$ cat config.mk
export PLATFORM = sky130hd
export DESIGN_NAME = mcu_host_if
export DESIGN_NICKNAME = d
export VERILOG_FILES = /design/src/rtl/mcu_bus_pkg.sv /design/src/rtl/mcu_isa_pkg.sv /design/src/rtl/mcu_prog_mem.sv /design/src/rtl/mcu_decode.sv /design/src/rtl/mcu_execute.sv /design/src/rtl/mcu_result.sv /design/src/rtl/mcu_host_if.sv
export VERILOG_INCLUDE_DIRS = /design/src /design/src/include
export SDC_FILE = /design/constraint.sdc
export NUM_CORES = 2
export LEC_CHECK = 0
export ABC_AREA = 0
export BUFFER_PORTS_ARGS = -buffer_cell sky130_fd_sc_hd__buf_2
export CORE_MARGIN = 2
export CORE_UTILIZATION = 35
export DETAILED_ROUTE_END_ITERATION = 8
export GPL_ROUTABILITY_DRIVEN = 0
export PLACE_DENSITY_LB_ADDON = 0.3
export SYNTH_ARGS = -nofsm -noshare
export SYNTH_HDL_FRONTEND = slang
export SYNTH_SLANG_ARGS = --single-unit
$ cat constraint.sdc
create_clock -name clk -period 3.6 [get_ports clk]
set_input_delay 0.54 -clock clk [delete_from_list [all_inputs] [get_ports clk]]
set_output_delay 0.54 -clock clk [all_outputs]
set_load 0.01 [all_outputs]
$ cat src/include/mcu_params.svh
/*
  MCU coprocessor parameters
  Clock-enable divisor, program memory depth and shared-RAM bus widths
*/
`ifndef MCU_PARAMS_SVH
`define MCU_PARAMS_SVH

// clk cycles per pipeline enable
`define MCU_CEN_DIV 4

// Program memory address width, 256 words
`define MCU_PROG_AW 8

// Shared RAM word address and data widths
`define MCU_XADDR_W 15
`define MCU_XDATA_W 16

`endif

$ cat src/rtl/mcu_bus_pkg.sv
/*
  Shared-RAM bus types
  Wishbone classic request and response for the byte-lane RAM port
*/
`include "mcu_params.svh"

package mcu_bus_pkg;

    // Master to RAM
    typedef struct packed {
        logic                    cyc;
        logic                    stb;
        logic                    we;
        logic [1:0]              sel;   // Bit 1 is lane 15:8
        logic [`MCU_XADDR_W-1:0] adr;
        logic [`MCU_XDATA_W-1:0] dat;
    } wb_req_s;

    // RAM to master, ack is the RAM-ready signal
    typedef struct packed {
        logic                    ack;
        logic [`MCU_XDATA_W-1:0] dat;
    } wb_rsp_s;

endpackage

$ cat src/rtl/mcu_isa_pkg.sv
/*
  MCU instruction set types
  Opcodes, the two views of an instruction word and the decoded control
*/
`include "mcu_params.svh"

package mcu_isa_pkg;

    typedef enum logic [3:0] {
        OP_NOP  = 4'h0,
        OP_LDI  = 4'h1,
        OP_ADDI = 4'h2,
        OP_LDP  = 4'h3,
        OP_INCP = 4'h4,
        OP_RDX  = 4'h5,
        OP_WRX  = 4'h6,
        OP_OUT  = 4'h7,
        OP_JMP  = 4'h8,
        OP_JNZ  = 4'h9,
        OP_WINT = 4'ha,
        OP_CLRI = 4'hb
    } opcode_e;

    // Immediate view
    typedef struct packed {
        opcode_e    op;
        logic [3:0] rsvd;
        logic [7:0] imm;
    } insn_imm_s;

    // Address view, jump target or pointer load
    typedef struct packed {
        opcode_e     op;
        logic [11:0] addr;
    } insn_adr_s;

    typedef union packed {
        insn_imm_s imm_view;
        insn_adr_s adr_view;
    } insn_u;

    typedef struct packed {
        opcode_e                 op;
        logic [7:0]              imm;
        logic [11:0]             addr;
        logic [`MCU_PROG_AW-1:0] pc;
        logic                    valid;
    } ctrl_s;

endpackage

$ cat src/rtl/mcu_prog_mem.sv
/*
  MCU program memory
  Loaded through the programming port, read synchronously by decode
*/
`timescale 1ns/1ns
`include "mcu_params.svh"

module mcu_prog_mem import mcu_isa_pkg::*; (
    input  logic                    clk,
    // Programming port
    input  logic                    prog_we_i,
    input  logic [`MCU_PROG_AW-1:0] prog_addr_i,
    input  logic [15:0]             prog_data_i,
    // Fetch port
    input  logic [`MCU_PROG_AW-1:0] rd_addr_i,
    output insn_u                   rd_data_o
);

    localparam int DEPTH = 2**`MCU_PROG_AW;

    logic [15:0] mem [DEPTH];

    // Loader writes a word per clk
    always_ff @(posedge clk) begin
        if (prog_we_i) begin
            mem[prog_addr_i] <= prog_data_i;
        end
    end

    // Data follows the address one clk later
    always_ff @(posedge clk) begin
        rd_data_o <= insn_u'(mem[rd_addr_i]);
    end

endmodule

$ cat src/rtl/mcu_decode.sv
/*
  MCU decode stage
  Holds the pc, drives the fetch address and registers the decoded
  control word. A redirect reloads the pc and drops the fetched word.
*/
`timescale 1ns/1ns
`include "mcu_params.svh"

module mcu_decode import mcu_isa_pkg::*; (
    input  logic                    clk,
    input  logic                    rst_cpu,
    input  logic                    cen_i,
    input  logic                    stall_i,
    input  logic                    redirect_i,
    input  logic [`MCU_PROG_AW-1:0] target_i,
    output logic [`MCU_PROG_AW-1:0] mem_addr_o,
    input  insn_u                   mem_data_i,
    output ctrl_s                   ctrl_o
);

    logic [`MCU_PROG_AW-1:0] pc;
    ctrl_s                   dec;

    // Fetch address is the pc itself
    assign mem_addr_o = pc;

    // Opcode picks the view of the word
    always_comb begin
        dec       = '0;
        dec.op    = mem_data_i.imm_view.op;
        dec.pc    = pc;
        dec.valid = 1'b1;
        case (mem_data_i.imm_view.op)
            OP_LDP, OP_JMP, OP_JNZ: dec.addr = mem_data_i.adr_view.addr;
            default:                dec.imm  = mem_data_i.imm_view.imm;
        endcase
    end

    always_ff @(posedge clk or posedge rst_cpu) begin
        if (rst_cpu) begin
            pc     <= '0;
            ctrl_o <= '0;
        end else if (cen_i && !stall_i) begin
            if (redirect_i) begin
                // Word in flight belongs to the wrong path
                pc           <= target_i;
                ctrl_o.valid <= 1'b0;
            end else begin
                pc     <= pc + 1'b1;
                ctrl_o <= dec;
            end
        end
    end

endmodule

$ cat src/rtl/mcu_execute.sv
/*
  MCU execute stage
  Arithmetic, pointer updates and branch resolution on forwarded acc and
  ptr. WINT holds here until the request flag is set.
*/
`timescale 1ns/1ns
`include "mcu_params.svh"

module mcu_execute import mcu_isa_pkg::*; (
    input  logic                    clk,
    input  logic                    rst_cpu,
    input  logic                    cen_i,
    input  logic                    stall_i,
    input  logic                    irq_pend_i,
    input  ctrl_s                   ctrl_i,
    input  logic [7:0]              acc_i,
    input  logic [15:0]             ptr_i,
    output logic                    redirect_o,
    output logic [`MCU_PROG_AW-1:0] target_o,
    output logic                    irq_clr_o,
    output logic                    hold_o,
    // To result stage
    output logic                    wr_acc_o,
    output logic                    wr_ptr_o,
    output logic                    wr_port_o,
    output logic [15:0]             value_o,
    output logic                    mem_rd_o,
    output logic                    mem_wr_o,
    output logic                    valid_o
);

    logic        go;
    logic        step;
    logic [7:0]  acc_fwd;
    logic [15:0] ptr_fwd;
    logic [15:0] value_nxt;

    // Result stage commits on the same enable
    assign acc_fwd = (valid_o && wr_acc_o) ? value_o[7:0] : acc_i;
    assign ptr_fwd = (valid_o && wr_ptr_o) ? value_o : ptr_i;

    // WINT waits for the flag
    assign hold_o = ctrl_i.valid && ctrl_i.op == OP_WINT && !irq_pend_i;
    assign go     = ctrl_i.valid && !hold_o;
    assign step   = cen_i && !stall_i;

    // Taken jumps flush decode
    assign redirect_o = go && (ctrl_i.op == OP_JMP ||
                               (ctrl_i.op == OP_JNZ && acc_fwd != 8'd0));
    assign target_o   = ctrl_i.addr[`MCU_PROG_AW-1:0];

    // Flag clear lasts one enabled cycle
    assign irq_clr_o = step && go && ctrl_i.op == OP_CLRI;

    always_comb begin
        case (ctrl_i.op)
            OP_LDI:  value_nxt = {8'd0, ctrl_i.imm};
            OP_ADDI: value_nxt = {8'd0, acc_fwd + ctrl_i.imm};
            OP_LDP:  value_nxt = {4'd0, ctrl_i.addr};
            OP_INCP: value_nxt = ptr_fwd + 16'd1;
            default: value_nxt = {8'd0, acc_fwd};
        endcase
    end

    // Bubble while WINT holds so nothing commits twice
    always_ff @(posedge clk or posedge rst_cpu) begin
        if (rst_cpu) begin
            valid_o   <= 1'b0;
            wr_acc_o  <= 1'b0;
            wr_ptr_o  <= 1'b0;
            wr_port_o <= 1'b0;
            mem_rd_o  <= 1'b0;
            mem_wr_o  <= 1'b0;
        end else if (step) begin
            valid_o   <= go;
            wr_acc_o  <= go && (ctrl_i.op == OP_LDI || ctrl_i.op == OP_ADDI);
            wr_ptr_o  <= go && (ctrl_i.op == OP_LDP || ctrl_i.op == OP_INCP);
            wr_port_o <= go && ctrl_i.op == OP_OUT;
            mem_rd_o  <= go && ctrl_i.op == OP_RDX;
            mem_wr_o  <= go && ctrl_i.op == OP_WRX;
        end
    end

    always_ff @(posedge clk) begin
        if (step) begin
            value_o <= value_nxt;
        end
    end

    // Result stage runs one bus cycle per instruction
    a_one_mem_op: assert property (@(posedge clk) disable iff (rst_cpu)
        !(mem_rd_o && mem_wr_o));

endmodule

$ cat src/rtl/mcu_result.sv
/*
  MCU result stage
  Writes back acc, ptr and the output port. Runs the shared-RAM bus
  cycle for RDX and WRX and holds the pipeline until ack.
*/
`timescale 1ns/1ns

module mcu_result import mcu_bus_pkg::*; (
    input  logic        clk,
    input  logic        rst_cpu,
    input  logic        cen_i,
    // From execute
    input  logic        wr_acc_i,
    input  logic        wr_ptr_i,
    input  logic        wr_port_i,
    input  logic [15:0] value_i,
    input  logic        mem_rd_i,
    input  logic        mem_wr_i,
    input  logic        valid_i,
    // Shared RAM
    output wb_req_s     wb_req_o,
    input  wb_rsp_s     wb_rsp_i,
    output logic [7:0]  acc_o,
    output logic [15:0] ptr_o,
    output logic [7:0]  port_o,
    output logic        busy_o
);

    logic       done;
    logic       mem_op;
    logic [7:0] rd_byte;

    assign mem_op = valid_i && (mem_rd_i || mem_wr_i);
    assign busy_o = mem_op && !done;

    // Odd address reads the high lane
    assign rd_byte = ptr_o[0] ? wb_rsp_i.dat[15:8] : wb_rsp_i.dat[7:0];

    always_ff @(posedge clk or posedge rst_cpu) begin
        if (rst_cpu) begin
            wb_req_o <= '0;
            done     <= 1'b0;
            acc_o    <= 8'd0;
            ptr_o    <= 16'd0;
            port_o   <= 8'd0;
        end else begin
            if (wb_req_o.cyc) begin
                if (wb_rsp_i.ack) begin
                    wb_req_o.cyc <= 1'b0;
                    wb_req_o.stb <= 1'b0;
                    done         <= 1'b1;
                    if (!wb_req_o.we) begin
                        acc_o <= rd_byte;
                    end
                end
            end else if (busy_o) begin
                // Open the cycle from committed ptr and acc
                wb_req_o.cyc <= 1'b1;
                wb_req_o.stb <= 1'b1;
                wb_req_o.we  <= mem_wr_i;
                wb_req_o.sel <= ptr_o[0] ? 2'b10 : 2'b01;
                wb_req_o.adr <= ptr_o[15:1];
                wb_req_o.dat <= {acc_o, acc_o};
            end
            if (cen_i && !busy_o) begin
                // Next instruction arrives on this enable
                done <= 1'b0;
                if (valid_i && wr_acc_i) begin
                    acc_o <= value_i[7:0];
                end
                if (valid_i && wr_ptr_i) begin
                    ptr_o <= value_i;
                end
                if (valid_i && wr_port_i) begin
                    port_o <= value_i[7:0];
                end
            end
        end
    end

    a_stb_in_cyc: assert property (@(posedge clk) disable iff (rst_cpu)
        wb_req_o.stb |-> wb_req_o.cyc);

    // Request frozen while the RAM is not ready
    a_req_stable: assert property (@(posedge clk) disable iff (rst_cpu)
        (wb_req_o.stb && !wb_rsp_i.ack) |=> $stable(wb_req_o));

endmodule

$ cat src/rtl/mcu_host_if.sv
/*
  MCU coprocessor top
  Clock-enable divider, DMA status synchronizer and bus-request flag
  around the decode, execute and result stages
*/
`timescale 1ns/1ns
`include "mcu_params.svh"

module mcu_host_if import mcu_isa_pkg::*, mcu_bus_pkg::*; (
    input  logic                    clk,
    input  logic                    rst_cpu,
    // Program loader
    input  logic                    prog_we_i,
    input  logic [`MCU_PROG_AW-1:0] prog_addr_i,
    input  logic [15:0]             prog_data_i,
    // Main CPU
    input  logic                    dma_on_n_i,
    output logic                    bus_req_n_o,
    output wb_req_s                 wb_req_o,
    input  wb_rsp_s                 wb_rsp_i,
    output logic [7:0]              port_o
);

    localparam int CW = $clog2(`MCU_CEN_DIV + 1);

    logic [CW-1:0]           cen_cnt;
    logic                    cen;
    logic                    dma_s1;
    logic                    dma_s2;
    logic                    dma_last;
    logic                    req_flag;
    logic                    stall;
    logic                    busy;
    logic                    hold;
    logic                    redirect;
    logic                    irq_clr;
    logic [`MCU_PROG_AW-1:0] target;
    logic [`MCU_PROG_AW-1:0] fetch_addr;
    insn_u                   fetch_data;
    ctrl_s                   ctrl;
    logic                    wr_acc;
    logic                    wr_ptr;
    logic                    wr_port;
    logic [15:0]             value;
    logic                    mem_rd;
    logic                    mem_wr;
    logic                    ex_valid;
    logic [7:0]              acc;
    logic [15:0]             ptr;

    // One enable every MCU_CEN_DIV clocks
    always_ff @(posedge clk or posedge rst_cpu) begin
        if (rst_cpu) begin
            cen_cnt <= '0;
        end else begin
            cen_cnt <= (cen_cnt == CW'(`MCU_CEN_DIV - 1)) ? '0 : cen_cnt + 1'b1;
        end
    end
    assign cen = cen_cnt == '0;

    // Idle high so reset sees no edge
    always_ff @(posedge clk or posedge rst_cpu) begin
        if (rst_cpu) begin
            dma_s1   <= 1'b1;
            dma_s2   <= 1'b1;
            dma_last <= 1'b1;
            req_flag <= 1'b0;
        end else begin
            dma_s1   <= dma_on_n_i;
            dma_s2   <= dma_s1;
            dma_last <= dma_s2;
            // Clear beats a new DMA end
            if (irq_clr) begin
                req_flag <= 1'b0;
            end else if (dma_s2 && !dma_last) begin
                req_flag <= 1'b1;
            end
        end
    end
    assign bus_req_n_o = ~req_flag;

    // Bus wait freezes all, WINT only the front end
    assign stall = busy || hold;

    mcu_prog_mem u_mem (
        .clk         ( clk          ),
        .prog_we_i   ( prog_we_i    ),
        .prog_addr_i ( prog_addr_i  ),
        .prog_data_i ( prog_data_i  ),
        .rd_addr_i   ( fetch_addr   ),
        .rd_data_o   ( fetch_data   )
    );

    mcu_decode u_decode (
        .clk         ( clk          ),
        .rst_cpu     ( rst_cpu      ),
        .cen_i       ( cen          ),
        .stall_i     ( stall        ),
        .redirect_i  ( redirect     ),
        .target_i    ( target       ),
        .mem_addr_o  ( fetch_addr   ),
        .mem_data_i  ( fetch_data   ),
        .ctrl_o      ( ctrl         )
    );

    mcu_execute u_execute (
        .clk         ( clk          ),
        .rst_cpu     ( rst_cpu      ),
        .cen_i       ( cen          ),
        .stall_i     ( busy         ),
        .irq_pend_i  ( req_flag     ),
        .ctrl_i      ( ctrl         ),
        .acc_i       ( acc          ),
        .ptr_i       ( ptr          ),
        .redirect_o  ( redirect     ),
        .target_o    ( target       ),
        .irq_clr_o   ( irq_clr      ),
        .hold_o      ( hold         ),
        .wr_acc_o    ( wr_acc       ),
        .wr_ptr_o    ( wr_ptr       ),
        .wr_port_o   ( wr_port      ),
        .value_o     ( value        ),
        .mem_rd_o    ( mem_rd       ),
        .mem_wr_o    ( mem_wr       ),
        .valid_o     ( ex_valid     )
    );

    mcu_result u_result (
        .clk         ( clk          ),
        .rst_cpu     ( rst_cpu      ),
        .cen_i       ( cen          ),
        .wr_acc_i    ( wr_acc       ),
        .wr_ptr_i    ( wr_ptr       ),
        .wr_port_i   ( wr_port      ),
        .value_i     ( value        ),
        .mem_rd_i    ( mem_rd       ),
        .mem_wr_i    ( mem_wr       ),
        .valid_i     ( ex_valid     ),
        .wb_req_o    ( wb_req_o     ),
        .wb_rsp_i    ( wb_rsp_i     ),
        .acc_o       ( acc          ),
        .ptr_o       ( ptr          ),
        .port_o      ( port_o       ),
        .busy_o      ( busy         )
    );

endmodule

After elaboration in Yosys (flattened, before gate mapping)
Memories as Yosys holds them, arrays and structs flattened. A register that Yosys moved wholly into a read port is not among the register bits.
Index checks and enable logic that the tools add are counted.
- equality and inequality tests: 16
- bitwise logic cells: 3
- reductions and logical operators: 43
- add/sub/neg operators: 4
- mux-type cells: 25
- operators with widths (cell ; count):
    8-bit 2-to-1 mux ; 9
    16-bit case mux with 4 select lines ; 1
    36-bit 2-to-1 mux ; 1
    4-bit equality test (second input constant) ; 6
    1-bit logical AND ; 20
    16-bit by 1-bit adder with 16-bit output (second input constant) ; 1
    4-bit by 3-bit equality test with 1-bit output (second input constant) ; 4
    16-bit 2-to-1 mux ; 1
    4-bit by 2-bit equality test with 1-bit output (second input constant) ; 3
    12-bit 2-to-1 mux ; 1
    2-bit AND reduction ; 5
    8-bit by 1-bit adder with 8-bit output (second input constant) ; 1
    8-bit adder ; 1
    1-bit 2-to-1 mux ; 8
    2-bit nonzero test ; 4
    8-bit nonzero test ; 1
    1-bit zero test ; 6
    2-bit 2-to-1 mux ; 3
    1-bit logical OR ; 5
    4-bit by 1-bit equality test with 1-bit output (second input constant) ; 1
    3-bit by 1-bit adder with 3-bit output (second input constant) ; 1
    3-bit by 2-bit equality test with 1-bit output (second input constant) ; 1
    3-bit zero test ; 1
    3-bit 2-to-1 mux ; 1
    3 further kinds ; 5
- input port bits: 45
- register bits after elaboration: 131
- memories kept: 1
- output and inout port bits: 45
- logic and storage cells: 119
- bits in writable memories: 4096
- memory list (memory ; words ; bits a word ; rd ports ; clocked after Yosys merged registers in ; wr ports ; RTL line ; text):
    u_mem.mem ; 256 ; 16 ; 1 ; 1 ; 1 ; mcu_prog_mem.sv:21 ; logic [15:0] mem [DEPTH];

Logic depth before layout (Yosys ltp)
- word-level depth: 8
- depth in mapped cells: 14
- depth with buffers taken out: 13

Cells and area by module
A second synthesis with hierarchy kept.
- cell total of the unflattened synthesis: 7965
- area total of the unflattened synthesis: 165717.7 sq um
- by module, submodules not included (module ; area each (sq um) ; cells each ; times used ; seq. area each (sq um)):
    mcu_prog_mem ; 158714.7 ; 7360 ; 1 ; 123318.3
    mcu_result ; 2576.2 ; 164 ; 1 ; 1526.5
    mcu_execute ; 2322.2 ; 262 ; 1 ; 630.6
    mcu_decode ; 1830.5 ; 158 ; 1 ; 1026.0
    mcu_host_if ; 274.0 ; 21 ; 1 ; 178.9

Worst setup path before layout
OpenSTA, ideal clock, no wires.
- kind: register -> register
- start point: register u_execute.valid_o
- end point: register u_execute.value_o[6] (data pin)
- required time: 3.333 ns
- arrival: 2.660 ns
- setup slack: 0.673 ns
- stages on the path, launching flop included: 15
- buffers on the path: 1
- setup time: 0.267 ns
- clock period less this slack: 2.927 ns
- cells stage by stage: dfrtp_1 > buf_2 > nand2_1 > mux2i_1 > inv_1 > ha_1 > inv_1 > fa_1 > nor2b_1 > o21ai_0 > a21boi_0 > o21a_1 > or3_1 > a311oi_1 > a21oi_1
- cells in the longest elaborated chain, start to end: 4
- elaborated cells on any way between the ends: 7
- those cells by class: add/sub: 2; mux: 3; reduce/logical: 2
- RTL lines (what ; RTL line ; text):
    start, declared ; mcu_execute.sv:29 ; output logic valid_o
    start signal, assigned ; mcu_execute.sv:75 ; valid_o <= go;
    1-bit logical AND, on equally long branches ; mcu_execute.sv:40, mcu_execute.sv:39 ;
    16-bit 2-to-1 mux or 8-bit 2-to-1 mux (tied branches) ; mcu_execute.sv:40, mcu_execute.sv:39 ;
    16-bit by 1-bit adder with 16-bit output or 8-bit adder (tied branches) ; mcu_execute.sv:60, mcu_execute.sv:58 ;
    16-bit case mux with 4 select lines * ; mcu_execute.sv:56 ; case (ctrl_i.op)
    net u_execute.value_nxt[6] ; mcu_execute.sv:36 ; logic [15:0] value_nxt;
    end signal, assigned ; mcu_execute.sv:86 ; value_o <= value_nxt;
    end, declared ; mcu_execute.sv:26 ; output logic [15:0] value_o,
Mark *: on every way through the listed nets, which the timed path passes. The rest lies on a longest branch.
A chain may end at the register's enable or synchronous reset.

==> run_results.csv <==
group,metric,value,unit
run_status,status,"complete, but fails checks",
run_status,violations,"slew limit",
detailed_routing,routed_via_density,5.500,
global_routing,grt_max_degree,137,
clock_tree,clkSinkCount,4235,
timing,whs,0.04679,ns
yosys,async_flop_share,0.02527,
timing,rsz0062_at_grt,"no",
detailed_routing,routed-via-count,83001,
global_routing,grt_overflow,0,
worst_setup_path,slowest_stage,"mux4_2",
hold_path,hold_class,"input port to register",
worst_setup_path,critPathArrivalTime,4.39,ns
yosys,ys_ff_latch,4235,
clock_tree,cts_tree,"yes",
pwr,clkPwrFrac,0.305,
die,fp.dieH,689.8,µm
yosys,yosysUniqueCellTypes,77,
clock_tree,htreeDepth,5,
run,max_cap_viol_count,0,
clock_tree,clock_latency,1.06,ns
place,io_buffers,89,
layout,drive_gt1_frac,0.3004,
yosys,synth_cells,7674,
yosys,synth_edf_count,4112,
die,rows,251,
place,dp_slack,-0.4467,ns
yosys,synth.most_common_cell,"edfxtp_1",
pwr,combPwrFrac,0.308,
pwr,finalPower,145.1,mW
layout,nets,8586,
worst_setup_path,critPathBufInv,5,
pwr,vdd_drop_max,0.4676,mV
yosys,synth_nets,7732,
die,dieArea,475900,µm²
detailed_routing,dr.pass1.iters,6,
pwr,p_sw_frac,0.3165,
clock_tree,cts_buffer_depth,4,
worst_setup_path,path_class,"register to register",
detailed_routing,drt-initial-drc-count,10867,
worst_setup_path,worstSetupEndpointType,"register",
pwr,cellPowerDensity,755.2,nW/µm²
worst_setup_path,crit_required,4.47,ns
timing,drv_slew,58,
pwr,p_seq_frac,0.387,
die,coreArea,467900,µm²
global_routing,grt_pass1_wl,649400,µm
pwr,power_switching,45.93,mW
global_routing,global_route.usage.total,0.1921,
yosys,yosys_warnings,0,
worst_setup_path,cp_common_cell,"buf_12",
yosys,synth_common_cells,"edfxtp_1 (4112), mux4_2 (962), mux2i_1 (473)",
timing,hold_viol,0,
pwr,p_leak,61.69,nW
timing,max_freq,284.0,MHz
detailed_routing,wl,466500,µm
layout,post_layout_nonfiller_instances,15090,
layout,multi_input_area,35750,µm²
yosys,synth.avg_cell_area,21.45,µm²
worst_setup_path,worstPathCellList,"buf_12 > buf_12 > buf_12 > buf_12 > mux4_2 > mux4_2 > a22oi_1 > buf_4 > a31oi_1 > a32o_1",
place,dp_cells,14263,
timing,fin_crit,3.522,ns
clock_tree,cts_root_buf,"clkbuf_16",
yosys,synth_area,164600,µm²
worst_setup_path,worst-path-max-fanout,17,
timing,fin_skew,0.09216,ns
place,hpwl,283700,µm
clock_tree,cts_buffers,429,
detailed_routing,wl_per_cell,30.91,µm
pwr,p_int,99.19,mW
die,die_w,689.8,µm
timing,finalSetupViolCount,0,
worst_setup_path,critPathMaxStageDelay,0.54,ns
yosys,synthTopCellsByArea,"edfxtp_1 (75%), mux4_2 (13%), mux2i_1 (2.9%)",
timing,min_period_over_period,0.9782,
detailed_routing,postRouteAntennaNets,0,
timing,max_slew_margin,-0.1088,
detailed_routing,route.detailed.drc,0,
die,num_io_pins,90,
layout,seq_area,126500,µm²
yosys,synthFlopType,"edfxtp_1",
layout,syn2layout_area_growth,16.72,%
global_routing,antenna_found_initial,43,
layout,fill_cells,40766,
clock_tree,path_clk_slew,0.06,ns
die,initial_utilization,0.3518,
global_routing,grt_pass1_vias,83290,
timing,worst_slack,0.07848,ns
yosys,synth.largest_area_cell,"edfxtp_1",
yosys,synth_top_area_frac,0.7500,
layout,post-route-util,0.4107,
yosys,synth_seq_area_share,0.7682,
timing,worst_pin_slew,1.663,ns
worst_setup_path,cp-start-kind,"register",
worst_setup_path,crit_family,"multiplexers",
-- layout make-up --
type                    count  area share
flip-flops and latches   4235      0.6583
well taps                6198     0.04036
inverters                  30   0.0006641
diodes                      8   0.0001042
multi-input cells        2952      0.1861
clock buffers             520     0.05830
clock inverters           267     0.01423
repair buffers            880     0.04198
-- path summary, 6_finish.rpt --
check	startpoint	endpoint	slack [ns]	depth (start not counted)
worst max-delay path	u_decode.mem_addr_o[0]	u_mem.rd_data_o[7]	0.08	10
worst min-delay path	prog_data_i[12]	u_mem.mem[196][12]	0.05	1
worst max register to register	u_decode.mem_addr_o[0]	u_mem.rd_data_o[7]	0.08	10
worst min register to register	dma_s2	dma_last	0.37	0
max in group asynchronous	rst_cpu	dma_s1	2.60	4
min in group asynchronous	rst_cpu	u_result.wb_req_o[33]	0.24	3
-- cell families (layout without fill, tap and decap cells) --
logic type	Yosys count	after routing	synth area share
compound gates	671	671	0.02779
mux	1509	1509	0.1654
xor+xnor	19	19	0.001011
flops	4235	4235	0.7682
buf+inv	487	1697	0.01741
other cells	0	8	0
simple gates	740	740	0.01910
fa+ha+maj	13	13	0.001034
-- per-stage QoR --
stage / area (µm²) / setup TNS, ns
floorplan: 164600 / 0
global placement: 177800 / -1.451
detailed placement: 177800 / -1.531
CTS: 192100 / 0
global route: 192100 / 0
finish: 192200 / 0
-- power by group through the flow --
stage / clock network, mW / logic, mW / registers, mW
floorplan: 0 / 26.6 / 56.4
global placement: 0 / 44.4 / 57.2
detailed placement: 0 / 44.5 / 57.3
CTS: 45.0 / 44.8 / 56.2
global route: 46.9 / 46.6 / 56.3
finish: 44.3 / 44.7 / 56.2
-- placed cells by master (no fill, tap or decap), types with 116 or more instances in the layout --
| master | Yosys | layout |
|---|---|---|
| buf_12 | 3 | 116 |
| buf_4 | 39 | 646 |
| clkbuf_16 | 0 | 431 |
| a21oi_1 | 158 | 154 |
| nor2_2 | 0 | 125 |
| mux2i_1 | 473 | 473 |
| edfxtp_1 | 4112 | 4112 |
| o21ai_0 | 127 | 125 |
| mux4_2 | 962 | 962 |
| nand2_1 | 229 | 228 |
| nor2_1 | 338 | 210 |
-- flip-flops by register name, summed over array words and instances (netlist names), 3 cells and up --
signal and flops:
u_decode.ctrl_o 25, u_mem.mem 4096, u_mem.rd_data_o 16, u_result.port_o 8, u_execute.value_o 16, cen_cnt 3, u_result.ptr_o 16, u_result.wb_req_o 28
u_decode.mem_addr_o 8, u_result.acc_o 8
-- layer usage --
layer | part of all wire | vias to the layer above | GRT usage
met5 | 0.00035 | - | 0
li1 | - | 33835 | -
met3 | 0.089 | 641 | 0.03871
met2 | 0.47 | 3836 | 0.3077
met1 | 0.41 | 44663 | 0.2671
met4 | 0.031 | 26 | 0.05464
-- repair_timing --
| action | in CTS | in global routing |
|---|---|---|
| gates resized for setup | 12 | 2 |
| cloned | 0 | 0 |
| hold buffers | 29 | 0 |
| hold endpoints to repair | 280 | 0 |
| setup buffers | 1 | 2 |
| setup endpoints to repair | 7 | 6 |
Power figures use the tool's default switching activity.
